$ cat config.mk
export PLATFORM = sky130hd
export DESIGN_NAME = cmd_rx_top
export DESIGN_NICKNAME = d
export VERILOG_FILES = /design/src/rtl/cmd_pkg.sv /design/src/rtl/cmd_rx_top.sv /design/src/rtl/reg_display.sv /design/src/rtl/key_debounce.sv /design/src/rtl/frame_parser.sv /design/src/rtl/byte_fifo.sv /design/src/rtl/payload_capture.sv
export VERILOG_INCLUDE_DIRS = /design/src /design/src/rtl
export SDC_FILE = /design/constraint.sdc
export NUM_CORES = 1
export LEC_CHECK = 0
export BUFFER_PORTS_ARGS = -buffer_cell sky130_fd_sc_hd__buf_2
export CORE_MARGIN = 3
export CORE_UTILIZATION = 54
export CTS_CLUSTER_DIAMETER = 40
export DETAILED_ROUTE_END_ITERATION = 6
export MAX_ROUTING_LAYER = met4
export PLACE_DENSITY = 0.76
export SETUP_SLACK_MARGIN = 0.5
export SYNTH_ARGS = -nofsm -noshare
export SYNTH_HDL_FRONTEND = slang
export SYNTH_SLANG_ARGS = --single-unit
$ cat constraint.sdc
create_clock -name sys_clk -period 3.8 [get_ports sys_clk]
set_input_delay 0.38 -clock sys_clk [delete_from_list [all_inputs] [get_ports sys_clk]]
set_output_delay 0.38 -clock sys_clk [all_outputs]
set_load 0.02 [all_outputs]
$ cat src/rtl/cmd_cfg.svh
`ifndef CMD_CFG_SVH
`define CMD_CFG_SVH

// buffer depth in bytes, must stay below 32
`define CMD_FIFO_DEPTH 16

// first byte of every command frame
`define CMD_FRAME_MAGIC 8'hA5

// stable cycles before a key change is taken
`define CMD_DEBOUNCE_CYCLES 8

`endif
$ cat src/rtl/cmd_pkg.sv
package cmd_pkg;

    typedef enum logic [7:0] {
        KIND_CONFIG    = 8'h00,
        KIND_REG_WRITE = 8'h01
    } frame_kind_e;

    // goes along with each captured frame
    typedef struct packed {
        logic [4:0] len;
        logic       ovf;
    } frame_desc_s;

    typedef struct packed {
        logic [7:0] kind_dev;
        logic [7:0] info_sr;
    } cfg_hdr_s;

    typedef struct packed {
        logic [7:0] reg_addr;
        logic [7:0] reg_val;
    } reg_wr_s;

    // frame bytes 2 and 3, read by frame kind
    typedef union packed {
        cfg_hdr_s cfg;
        reg_wr_s  wr;
    } cmd_word_u;

    typedef struct packed {
        logic [7:0] kind_dev;
        logic [7:0] info_sr;
        logic [7:0] cmd_filt;
        logic [7:0] cmd_mix0;
        logic [7:0] cmd_mix1;
        logic [7:0] cmd_reg4;
        logic [7:0] cmd_reg5;
        logic [7:0] cmd_reg6;
        logic [7:0] cmd_reg7;
    } cmd_regs_s;

endpackage

$ cat src/rtl/cmd_rx_top.sv
module cmd_rx_top (
    input  logic               sys_clk,
    input  logic               rst,
    input  logic               rx_valid,
    input  logic [7:0]         rx_data,
    input  logic               rx_last,
    input  logic [1:0]         key,
    output cmd_pkg::cmd_regs_s cmd_regs,
    output logic               cmd_update,
    output logic               frame_ok,
    output logic [7:0]         err_cnt,
    output logic [31:0]        led,
    output logic [3:0]         lec
);
    import cmd_pkg::*;

    logic        wr_en;
    logic [7:0]  din;
    logic        rd_en;
    logic [7:0]  dout;
    logic        frame_req;
    logic        frame_ack;
    frame_desc_s frame_desc;
    logic        page_up;
    logic        page_down;

    payload_capture u_capture (
        .sys_clk    (sys_clk),
        .rst        (rst),
        .rx_valid   (rx_valid),
        .rx_data    (rx_data),
        .rx_last    (rx_last),
        .wr_en      (wr_en),
        .din        (din),
        .frame_req  (frame_req),
        .frame_desc (frame_desc),
        .frame_ack  (frame_ack)
    );

    byte_fifo u_fifo (
        .sys_clk (sys_clk),
        .rst     (rst),
        .wr_en   (wr_en),
        .din     (din),
        .rd_en   (rd_en),
        .dout    (dout)
    );

    frame_parser u_parser (
        .sys_clk    (sys_clk),
        .rst        (rst),
        .frame_req  (frame_req),
        .frame_desc (frame_desc),
        .frame_ack  (frame_ack),
        .rd_en      (rd_en),
        .dout       (dout),
        .cmd_regs   (cmd_regs),
        .cmd_update (cmd_update),
        .frame_ok   (frame_ok),
        .err_cnt    (err_cnt)
    );

    // key[1] pages up, key[0] pages down
    key_debounce u_key_up (
        .sys_clk (sys_clk),
        .rst     (rst),
        .key     (key[1]),
        .press   (page_up)
    );

    key_debounce u_key_down (
        .sys_clk (sys_clk),
        .rst     (rst),
        .key     (key[0]),
        .press   (page_down)
    );

    reg_display u_display (
        .sys_clk    (sys_clk),
        .rst        (rst),
        .page_up    (page_up),
        .page_down  (page_down),
        .cmd_regs   (cmd_regs),
        .frame_ok   (frame_ok),
        .cmd_update (cmd_update),
        .led        (led),
        .lec        (lec)
    );

endmodule

$ cat src/rtl/reg_display.sv
module reg_display (
    input  logic               sys_clk,
    input  logic               rst,
    input  logic               page_up,
    input  logic               page_down,
    input  cmd_pkg::cmd_regs_s cmd_regs,
    input  logic               frame_ok,
    input  logic               cmd_update,
    output logic [31:0]        led,
    output logic [3:0]         lec
);
    logic [1:0] page;
    logic       err_flag;
    logic [7:0] disp [12];
    logic [3:0] base;

    assign disp[0]  = 8'h55;
    assign disp[1]  = 8'hAA;
    assign disp[2]  = cmd_regs.kind_dev;
    assign disp[3]  = cmd_regs.info_sr;
    assign disp[4]  = 8'h6B;
    assign disp[5]  = cmd_regs.cmd_filt;
    assign disp[6]  = cmd_regs.cmd_mix0;
    assign disp[7]  = cmd_regs.cmd_mix1;
    assign disp[8]  = cmd_regs.cmd_reg4;
    assign disp[9]  = cmd_regs.cmd_reg5;
    assign disp[10] = cmd_regs.cmd_reg6;
    assign disp[11] = cmd_regs.cmd_reg7;

    // four registers per page, lowest index on the top byte
    assign base = {page, 2'b00};
    assign led  = {disp[base], disp[base + 4'd1], disp[base + 4'd2], disp[base + 4'd3]};
    assign lec  = {err_flag, page == 2'd2, page == 2'd1, page == 2'd0};

    always_ff @(posedge sys_clk or posedge rst) begin
        if (rst) begin
            page     <= 2'd0;
            err_flag <= 1'b0;
        end else begin
            if (page_up) begin
                page <= (page == 2'd2) ? 2'd0 : page + 2'd1;
            end else if (page_down) begin
                page <= (page == 2'd0) ? 2'd2 : page - 2'd1;
            end
            // last frame outcome
            if (cmd_update) begin
                err_flag <= ~frame_ok;
            end
        end
    end

endmodule

$ cat src/rtl/key_debounce.sv
`include "cmd_cfg.svh"

module key_debounce (
    input  logic sys_clk,
    input  logic rst,
    input  logic key,
    output logic press
);
    localparam int STABLE = `CMD_DEBOUNCE_CYCLES;
    localparam int CW     = $clog2(STABLE + 1);

    logic [1:0]    sync;
    logic          filt;
    logic [CW-1:0] cnt;

    always_ff @(posedge sys_clk or posedge rst) begin
        if (rst) begin
            // keys idle high
            sync  <= 2'b11;
            filt  <= 1'b1;
            cnt   <= '0;
            press <= 1'b0;
        end else begin
            sync  <= {sync[0], key};
            press <= 1'b0;
            if (sync[1] == filt) begin
                cnt <= '0;
            end else if (cnt == CW'(STABLE - 1)) begin
                cnt   <= '0;
                filt  <= sync[1];
                press <= ~sync[1];
            end else begin
                cnt <= cnt + 1'b1;
            end
        end
    end

endmodule

$ cat src/rtl/frame_parser.sv
`include "cmd_cfg.svh"

module frame_parser (
    input  logic                 sys_clk,
    input  logic                 rst,
    input  logic                 frame_req,
    input  cmd_pkg::frame_desc_s frame_desc,
    output logic                 frame_ack,
    output logic                 rd_en,
    input  logic [7:0]           dout,
    output cmd_pkg::cmd_regs_s   cmd_regs,
    output logic                 cmd_update,
    output logic                 frame_ok,
    output logic [7:0]           err_cnt
);
    import cmd_pkg::*;

    localparam logic [4:0] CFG_LEN = 5'd11;
    localparam logic [4:0] WR_LEN  = 5'd4;
    localparam logic [7:0] MAX_REG = 8'd6;

    typedef enum logic [1:0] {ST_IDLE, ST_READ, ST_COMMIT, ST_ACK} state_e;

    state_e      state;
    logic [4:0]  rd_left;
    logic        rd_vld;
    logic [4:0]  idx;
    logic [7:0]  magic;
    frame_kind_e kind;
    cmd_word_u   cmd_word;
    logic [7:0]  cfg_bytes [7];
    logic        frame_good;
    cmd_regs_s   next_regs;

    always_ff @(posedge sys_clk or posedge rst) begin
        if (rst) begin
            state      <= ST_IDLE;
            rd_en      <= 1'b0;
            rd_left    <= '0;
            rd_vld     <= 1'b0;
            idx        <= '0;
            frame_ack  <= 1'b0;
            cmd_update <= 1'b0;
            frame_ok   <= 1'b0;
            err_cnt    <= '0;
            cmd_regs   <= '0;
        end else begin
            rd_vld     <= rd_en;
            cmd_update <= 1'b0;
            frame_ok   <= 1'b0;
            case (state)
                ST_IDLE: begin
                    idx <= '0;
                    if (frame_req) begin
                        rd_en   <= 1'b1;
                        rd_left <= frame_desc.len;
                        state   <= ST_READ;
                    end
                end
                ST_READ: begin
                    // one byte requested per cycle until len is reached
                    if (rd_en) begin
                        rd_left <= rd_left - 5'd1;
                        rd_en   <= (rd_left != 5'd1);
                    end
                    if (rd_vld) begin
                        idx <= idx + 5'd1;
                        if (idx == frame_desc.len - 5'd1) begin
                            state <= ST_COMMIT;
                        end
                    end
                end
                ST_COMMIT: begin
                    frame_ack  <= 1'b1;
                    cmd_update <= 1'b1;
                    frame_ok   <= frame_good;
                    if (frame_good) begin
                        cmd_regs <= next_regs;
                    end else if (err_cnt != 8'hFF) begin
                        err_cnt <= err_cnt + 8'd1;
                    end
                    state <= ST_ACK;
                end
                ST_ACK: begin
                    if (!frame_req) begin
                        frame_ack <= 1'b0;
                        state     <= ST_IDLE;
                    end
                end
                default: state <= ST_IDLE;
            endcase
        end
    end

    // frame bytes by position, anything past byte 10 is ignored
    always_ff @(posedge sys_clk) begin
        if (state == ST_READ && rd_vld) begin
            case (idx)
                5'd0: magic <= dout;
                5'd1: kind <= frame_kind_e'(dout);
                5'd2: cmd_word.cfg.kind_dev <= dout;
                5'd3: cmd_word.cfg.info_sr <= dout;
                default: begin
                    if (idx <= 5'd10) begin
                        cfg_bytes[3'(idx - 5'd4)] <= dout;
                    end
                end
            endcase
        end
    end

    // lengths of 4 or 11 guarantee bytes 0 to 3 belong to this frame
    always_comb begin
        frame_good = 1'b0;
        if (!frame_desc.ovf && magic == `CMD_FRAME_MAGIC) begin
            case (kind)
                KIND_CONFIG: frame_good = (frame_desc.len == CFG_LEN);
                KIND_REG_WRITE: begin
                    frame_good = (frame_desc.len == WR_LEN) &&
                                 (cmd_word.wr.reg_addr <= MAX_REG);
                end
                default: frame_good = 1'b0;
            endcase
        end
    end

    always_comb begin
        next_regs = cmd_regs;
        if (kind == KIND_CONFIG) begin
            next_regs.kind_dev = cmd_word.cfg.kind_dev;
            next_regs.info_sr  = cmd_word.cfg.info_sr;
            next_regs.cmd_filt = cfg_bytes[0];
            next_regs.cmd_mix0 = cfg_bytes[1];
            next_regs.cmd_mix1 = cfg_bytes[2];
            next_regs.cmd_reg4 = cfg_bytes[3];
            next_regs.cmd_reg5 = cfg_bytes[4];
            next_regs.cmd_reg6 = cfg_bytes[5];
            next_regs.cmd_reg7 = cfg_bytes[6];
        end else begin
            case (cmd_word.wr.reg_addr)
                8'd0: next_regs.cmd_filt = cmd_word.wr.reg_val;
                8'd1: next_regs.cmd_mix0 = cmd_word.wr.reg_val;
                8'd2: next_regs.cmd_mix1 = cmd_word.wr.reg_val;
                8'd3: next_regs.cmd_reg4 = cmd_word.wr.reg_val;
                8'd4: next_regs.cmd_reg5 = cmd_word.wr.reg_val;
                8'd5: next_regs.cmd_reg6 = cmd_word.wr.reg_val;
                8'd6: next_regs.cmd_reg7 = cmd_word.wr.reg_val;
                default: ;
            endcase
        end
    end

endmodule

$ cat src/rtl/byte_fifo.sv
`include "cmd_cfg.svh"

module byte_fifo (
    input  logic       sys_clk,
    input  logic       rst,
    input  logic       wr_en,
    input  logic [7:0] din,
    input  logic       rd_en,
    output logic [7:0] dout
);
    localparam int DEPTH = `CMD_FIFO_DEPTH;
    localparam int AW    = $clog2(DEPTH);

    logic [7:0]    mem [DEPTH];
    logic [AW-1:0] wptr;
    logic [AW-1:0] rptr;

    // wrap explicitly so depth need not be a power of two
    function automatic logic [AW-1:0] next_ptr(input logic [AW-1:0] ptr);
        return (ptr == AW'(DEPTH - 1)) ? '0 : ptr + 1'b1;
    endfunction

    always_ff @(posedge sys_clk or posedge rst) begin
        if (rst) begin
            wptr <= '0;
            rptr <= '0;
        end else begin
            if (wr_en) begin
                wptr <= next_ptr(wptr);
            end
            if (rd_en) begin
                rptr <= next_ptr(rptr);
            end
        end
    end

    always_ff @(posedge sys_clk) begin
        if (wr_en) begin
            mem[wptr] <= din;
        end
        // data shows up the cycle after rd_en
        if (rd_en) begin
            dout <= mem[rptr];
        end
    end

endmodule

$ cat src/rtl/payload_capture.sv
`include "cmd_cfg.svh"

module payload_capture (
    input  logic                 sys_clk,
    input  logic                 rst,
    input  logic                 rx_valid,
    input  logic [7:0]           rx_data,
    input  logic                 rx_last,
    output logic                 wr_en,
    output logic [7:0]           din,
    output logic                 frame_req,
    output cmd_pkg::frame_desc_s frame_desc,
    input  logic                 frame_ack
);
    localparam logic [4:0] DEPTH = 5'(`CMD_FIFO_DEPTH);

    logic [4:0] byte_cnt;
    logic       ovf;
    logic       mid_frame;
    logic       dropping;
    logic       discard;
    logic       room;

    // a frame is kept or dropped as a whole, decided on its first byte
    assign discard = mid_frame ? dropping : (frame_req | frame_ack);
    assign room    = (byte_cnt < DEPTH);

    always_ff @(posedge sys_clk or posedge rst) begin
        if (rst) begin
            wr_en     <= 1'b0;
            frame_req <= 1'b0;
            byte_cnt  <= '0;
            ovf       <= 1'b0;
            mid_frame <= 1'b0;
            dropping  <= 1'b0;
        end else begin
            wr_en <= 1'b0;
            // release once the parser has drained the frame
            if (frame_req && frame_ack) begin
                frame_req <= 1'b0;
            end
            if (rx_valid) begin
                if (!discard) begin
                    if (room) begin
                        wr_en    <= 1'b1;
                        byte_cnt <= byte_cnt + 5'd1;
                    end else begin
                        ovf <= 1'b1;
                    end
                end
                if (rx_last) begin
                    mid_frame <= 1'b0;
                    dropping  <= 1'b0;
                    byte_cnt  <= '0;
                    ovf       <= 1'b0;
                    if (!discard) begin
                        frame_req <= 1'b1;
                    end
                end else begin
                    mid_frame <= 1'b1;
                    dropping  <= discard;
                end
            end
        end
    end

    always_ff @(posedge sys_clk) begin
        din <= rx_data;
        if (rx_valid && rx_last && !discard) begin
            frame_desc.len <= room ? byte_cnt + 5'd1 : byte_cnt;
            frame_desc.ovf <= ovf | ~room;
        end
    end

endmodule

==> summary.txt <==
Hold WC Path Type - in -> async
CTS tree - built
Pwr Density - 644.4 nW/um^2
Clk slew on worst S/H paths - 0.06 ns
Final global-route overflow total - 0
Layout cells sized above 1 - 22.26%
Post-Syn Area - 15250 sq um
GP Congestion - 0.8101
FF+latch count, synth - 372
Chip Height - 174.0 um
Layout fillers - 1964
Seq/Total Area, Yosys - 68.38%
Global-route wire length before repair - 52.63 mm
Power Total - 11560 uW
Setup Skew - 0.02073 ns
Clk_lat worst skew - 0.54 ns
Warnings from Yosys - 0
Clk sinks - 372
Final hold violation count - 0
Clock buffer depth - 3
Nets - 1252
Number of global-route vias before repair - 9391
Slew headroom - 23.63%
CTS H-Tree Depth - 2
Dpl cells - 1530
RSZ-0062 raised after global routing - false
Critical path peak fanout - 9
Die area - 30290 sq um
Post-synth EDFFs - 230
# port buffers - 131
Initial antenna violation count - 1
DRC Markers - 0
Final Non-Filler Cells - 1622
Worst setup SP type - flip-flop
Syn Inst Count - 1057
WL final - 32.72 mm
Reg2reg setup slack - 0.79 ns
Final TNS setup - 0 ns
F_max - 0.3327 GHz
Clock period minus worst slack - 3.006 ns
Antenna viol nets, final - 0
WP data required - 4.22 ns
WHS - 0.04851 ns
Slew Limit Fails - 0
CP Capture Type - flip-flop
Tot GR Track Use - 22.38%
Die X - 174.0 um
# IOs - 132
Ys flop type - edfxtp_1
Synthesized net count - 1095
Slew @ Worst Pin - 1.146 ns
R2r endpoint - u_parser.cmd_regs[62]
WL/cell - 20.17 um
Commonest non-fill, non-tap cell in the layout - edfxtp_1
Area Overhead vs Synth - 17.62%
Routed vias/inst - 5.795
Total CTS buffers - 44
Max_cap viols - 0
HPWL Detailed - 21.75 mm
Post-Syn Area per Cell - 14.43 sq um
CP Class - reg -> reg
Reg2Reg Depth - 6
TritonRoute pass-1 iters - 5
Largest net degree at the start of global routing - 86
Async SR Flop Fraction - 36.02%
Yosys cell types - 56
Starting Density - 55.81%
Worst r2r src - u_parser.kind[4]
Total core area - 27330 sq um
Static leakage - 0.007085 uW
Setup Viol. Count Final - 0
Max IR drop VDD - 0.0004715 V
Final Cycle Share - 79.10%
Root Driver - clkbuf_16
Status - finished, final reports clean
Worst EP arrival - 3.43 ns
Most frequent cells in the layout - edfxtp_1 (230), buf_2 (131), dfrtp_1 (127)
Rows - 60
Vias - 9399
Starting DRT DRC Count - 909
## worst max path at each step
stage / from / endpoint / slack (ns) / depth (start not counted)
floorplan: u_parser.idx[1] / u_parser.cfg_bytes[4][0] / 1.16 / 8
global placement: u_parser.cmd_word[12] / u_parser.cmd_regs[62] / 0.90 / 6
detailed placement: u_capture.frame_desc[1] / u_parser.cmd_regs[59] / 0.75 / 8
CTS: u_capture.frame_desc[1] / u_parser.cmd_regs[59] / 0.74 / 8
global route: u_parser.kind[5] / u_parser.cmd_regs[62] / 0.63 / 6
finish: u_parser.kind[4] / u_parser.cmd_regs[62] / 0.79 / 6
## where the power goes
| group | total [uW] | switching (uW) | internal (uW) |
|---|---|---|---|
| Sequential | 5510 | 617 | 4900 |
| Clock | 4160 | 1690 | 2470 |
| Combinational | 1890 | 1000 | 888 |
| Total | 11600 | 3310 | 8250 |
## metal layers
layer	vias to the layer above	global-route usage [%]	share of wire [%]
met4	0	5.597	2.1
met3	52	3.779	6.8
li1	4322	-	-
met2	347	36.33	49
met1	4678	29.92	42
met5	-	-	0
## metrics by stage
step	util, %	instance area, sq um	setup WS, ns
finish	65.64	17940	0.7940
global route	65.64	17940	0.6313
CTS	65.61	17930	0.7421
detailed placement	59.88	16360	0.7536
global placement	59.88	16360	0.8959
floorplan	-	15250	1.165
## cell type report
class                      count  area [sq um]  area share, %
clock buffer                  53          1176          6.557
sequential                   372         10430          58.14
timing repair buffer         160         923.4          5.148
multi-input combinational    602          4519          25.20
tap                          372         465.4          2.595
clock inverter                28         290.3          1.618
antenna                        1         2.502        0.01395
inverter                      34         131.4         0.7324
## kinds of logic (layout without fill, tap and decap cells)
family | count (synthesis) | in the layout | synth area share, %
AO/OA/AOI/OAI | 263 | 263 | 10.23
buffers and inverters | 83 | 275 | 2.174
AND/OR/NAND/NOR | 198 | 198 | 6.958
other | 0 | 1 | 0
XOR/XNOR | 23 | 23 | 1.321
adder cells (fa/ha/maj) | 24 | 24 | 1.969
flip-flops | 372 | 372 | 68.38
multiplexers | 94 | 94 | 8.968
## state kept, by name, indices dropped and copies added, names as in the netlist, 6 cells and up
name,count
u_fifo.mem,128
u_parser.cmd_regs,72
u_parser.cfg_bytes,56
u_parser.cmd_word,16
u_capture.din,8
u_fifo.dout,8
u_parser.err_cnt,8
u_parser.kind,8
u_parser.magic,8
u_capture.frame_desc,6
## worst max-delay path: stages, from the launching register on
cell	delay [ns]
edfxtp_1	0.36
or4_1	0.63
nor4_1	0.53
o2111ai_4	0.22
nor4_4	0.50
buf_4	0.29
mux2_2	0.34
## synth_stat cells, drive strengths merged (3+ instances only)
master	n	area (sq um)
edfxtp	230	6907
dfrtp	128	3203
o21ai	88	440.4
a21oi	87	435.4
nand2	48	180.2
mux2i	41	410.4
o31ai	37	277.8
inv	34	127.6
clkbuf	32	120.1
mux4	32	720.7
nor2	29	108.9
and2	25	156.4
nor2b	25	156.4
ha	24	300.3
mux2	21	236.5
nor3	18	90.09
buf	17	83.83
xnor2	12	105.1
nand3	11	55.05
xor2	11	96.34
nor4	10	77.57
a211oi	9	67.56
a22o	8	70.07
dfxtp	8	160.2
a21o	7	52.55
dfstp	6	157.7
o22ai	6	37.54
nand2b	5	31.28
nand3b	5	37.54
a2bb2oi	4	35.03
nand4	4	25.02
nor3b	4	30.03
o211ai	3	22.52
o21a	3	22.52
or2	3	18.77
## timing repair
| action | 4_1_cts | 5_1_grt |
|---|---|---|
| hold endpoints to repair | 10 | 0 |
| setup endpoints to repair | 0 | 8 |
| hold buffers | 10 | 0 |
| gates resized for setup | 0 | 1 |
| setup buffers | 0 | 0 |
Note: power is estimated with default switching activity, not from simulation.
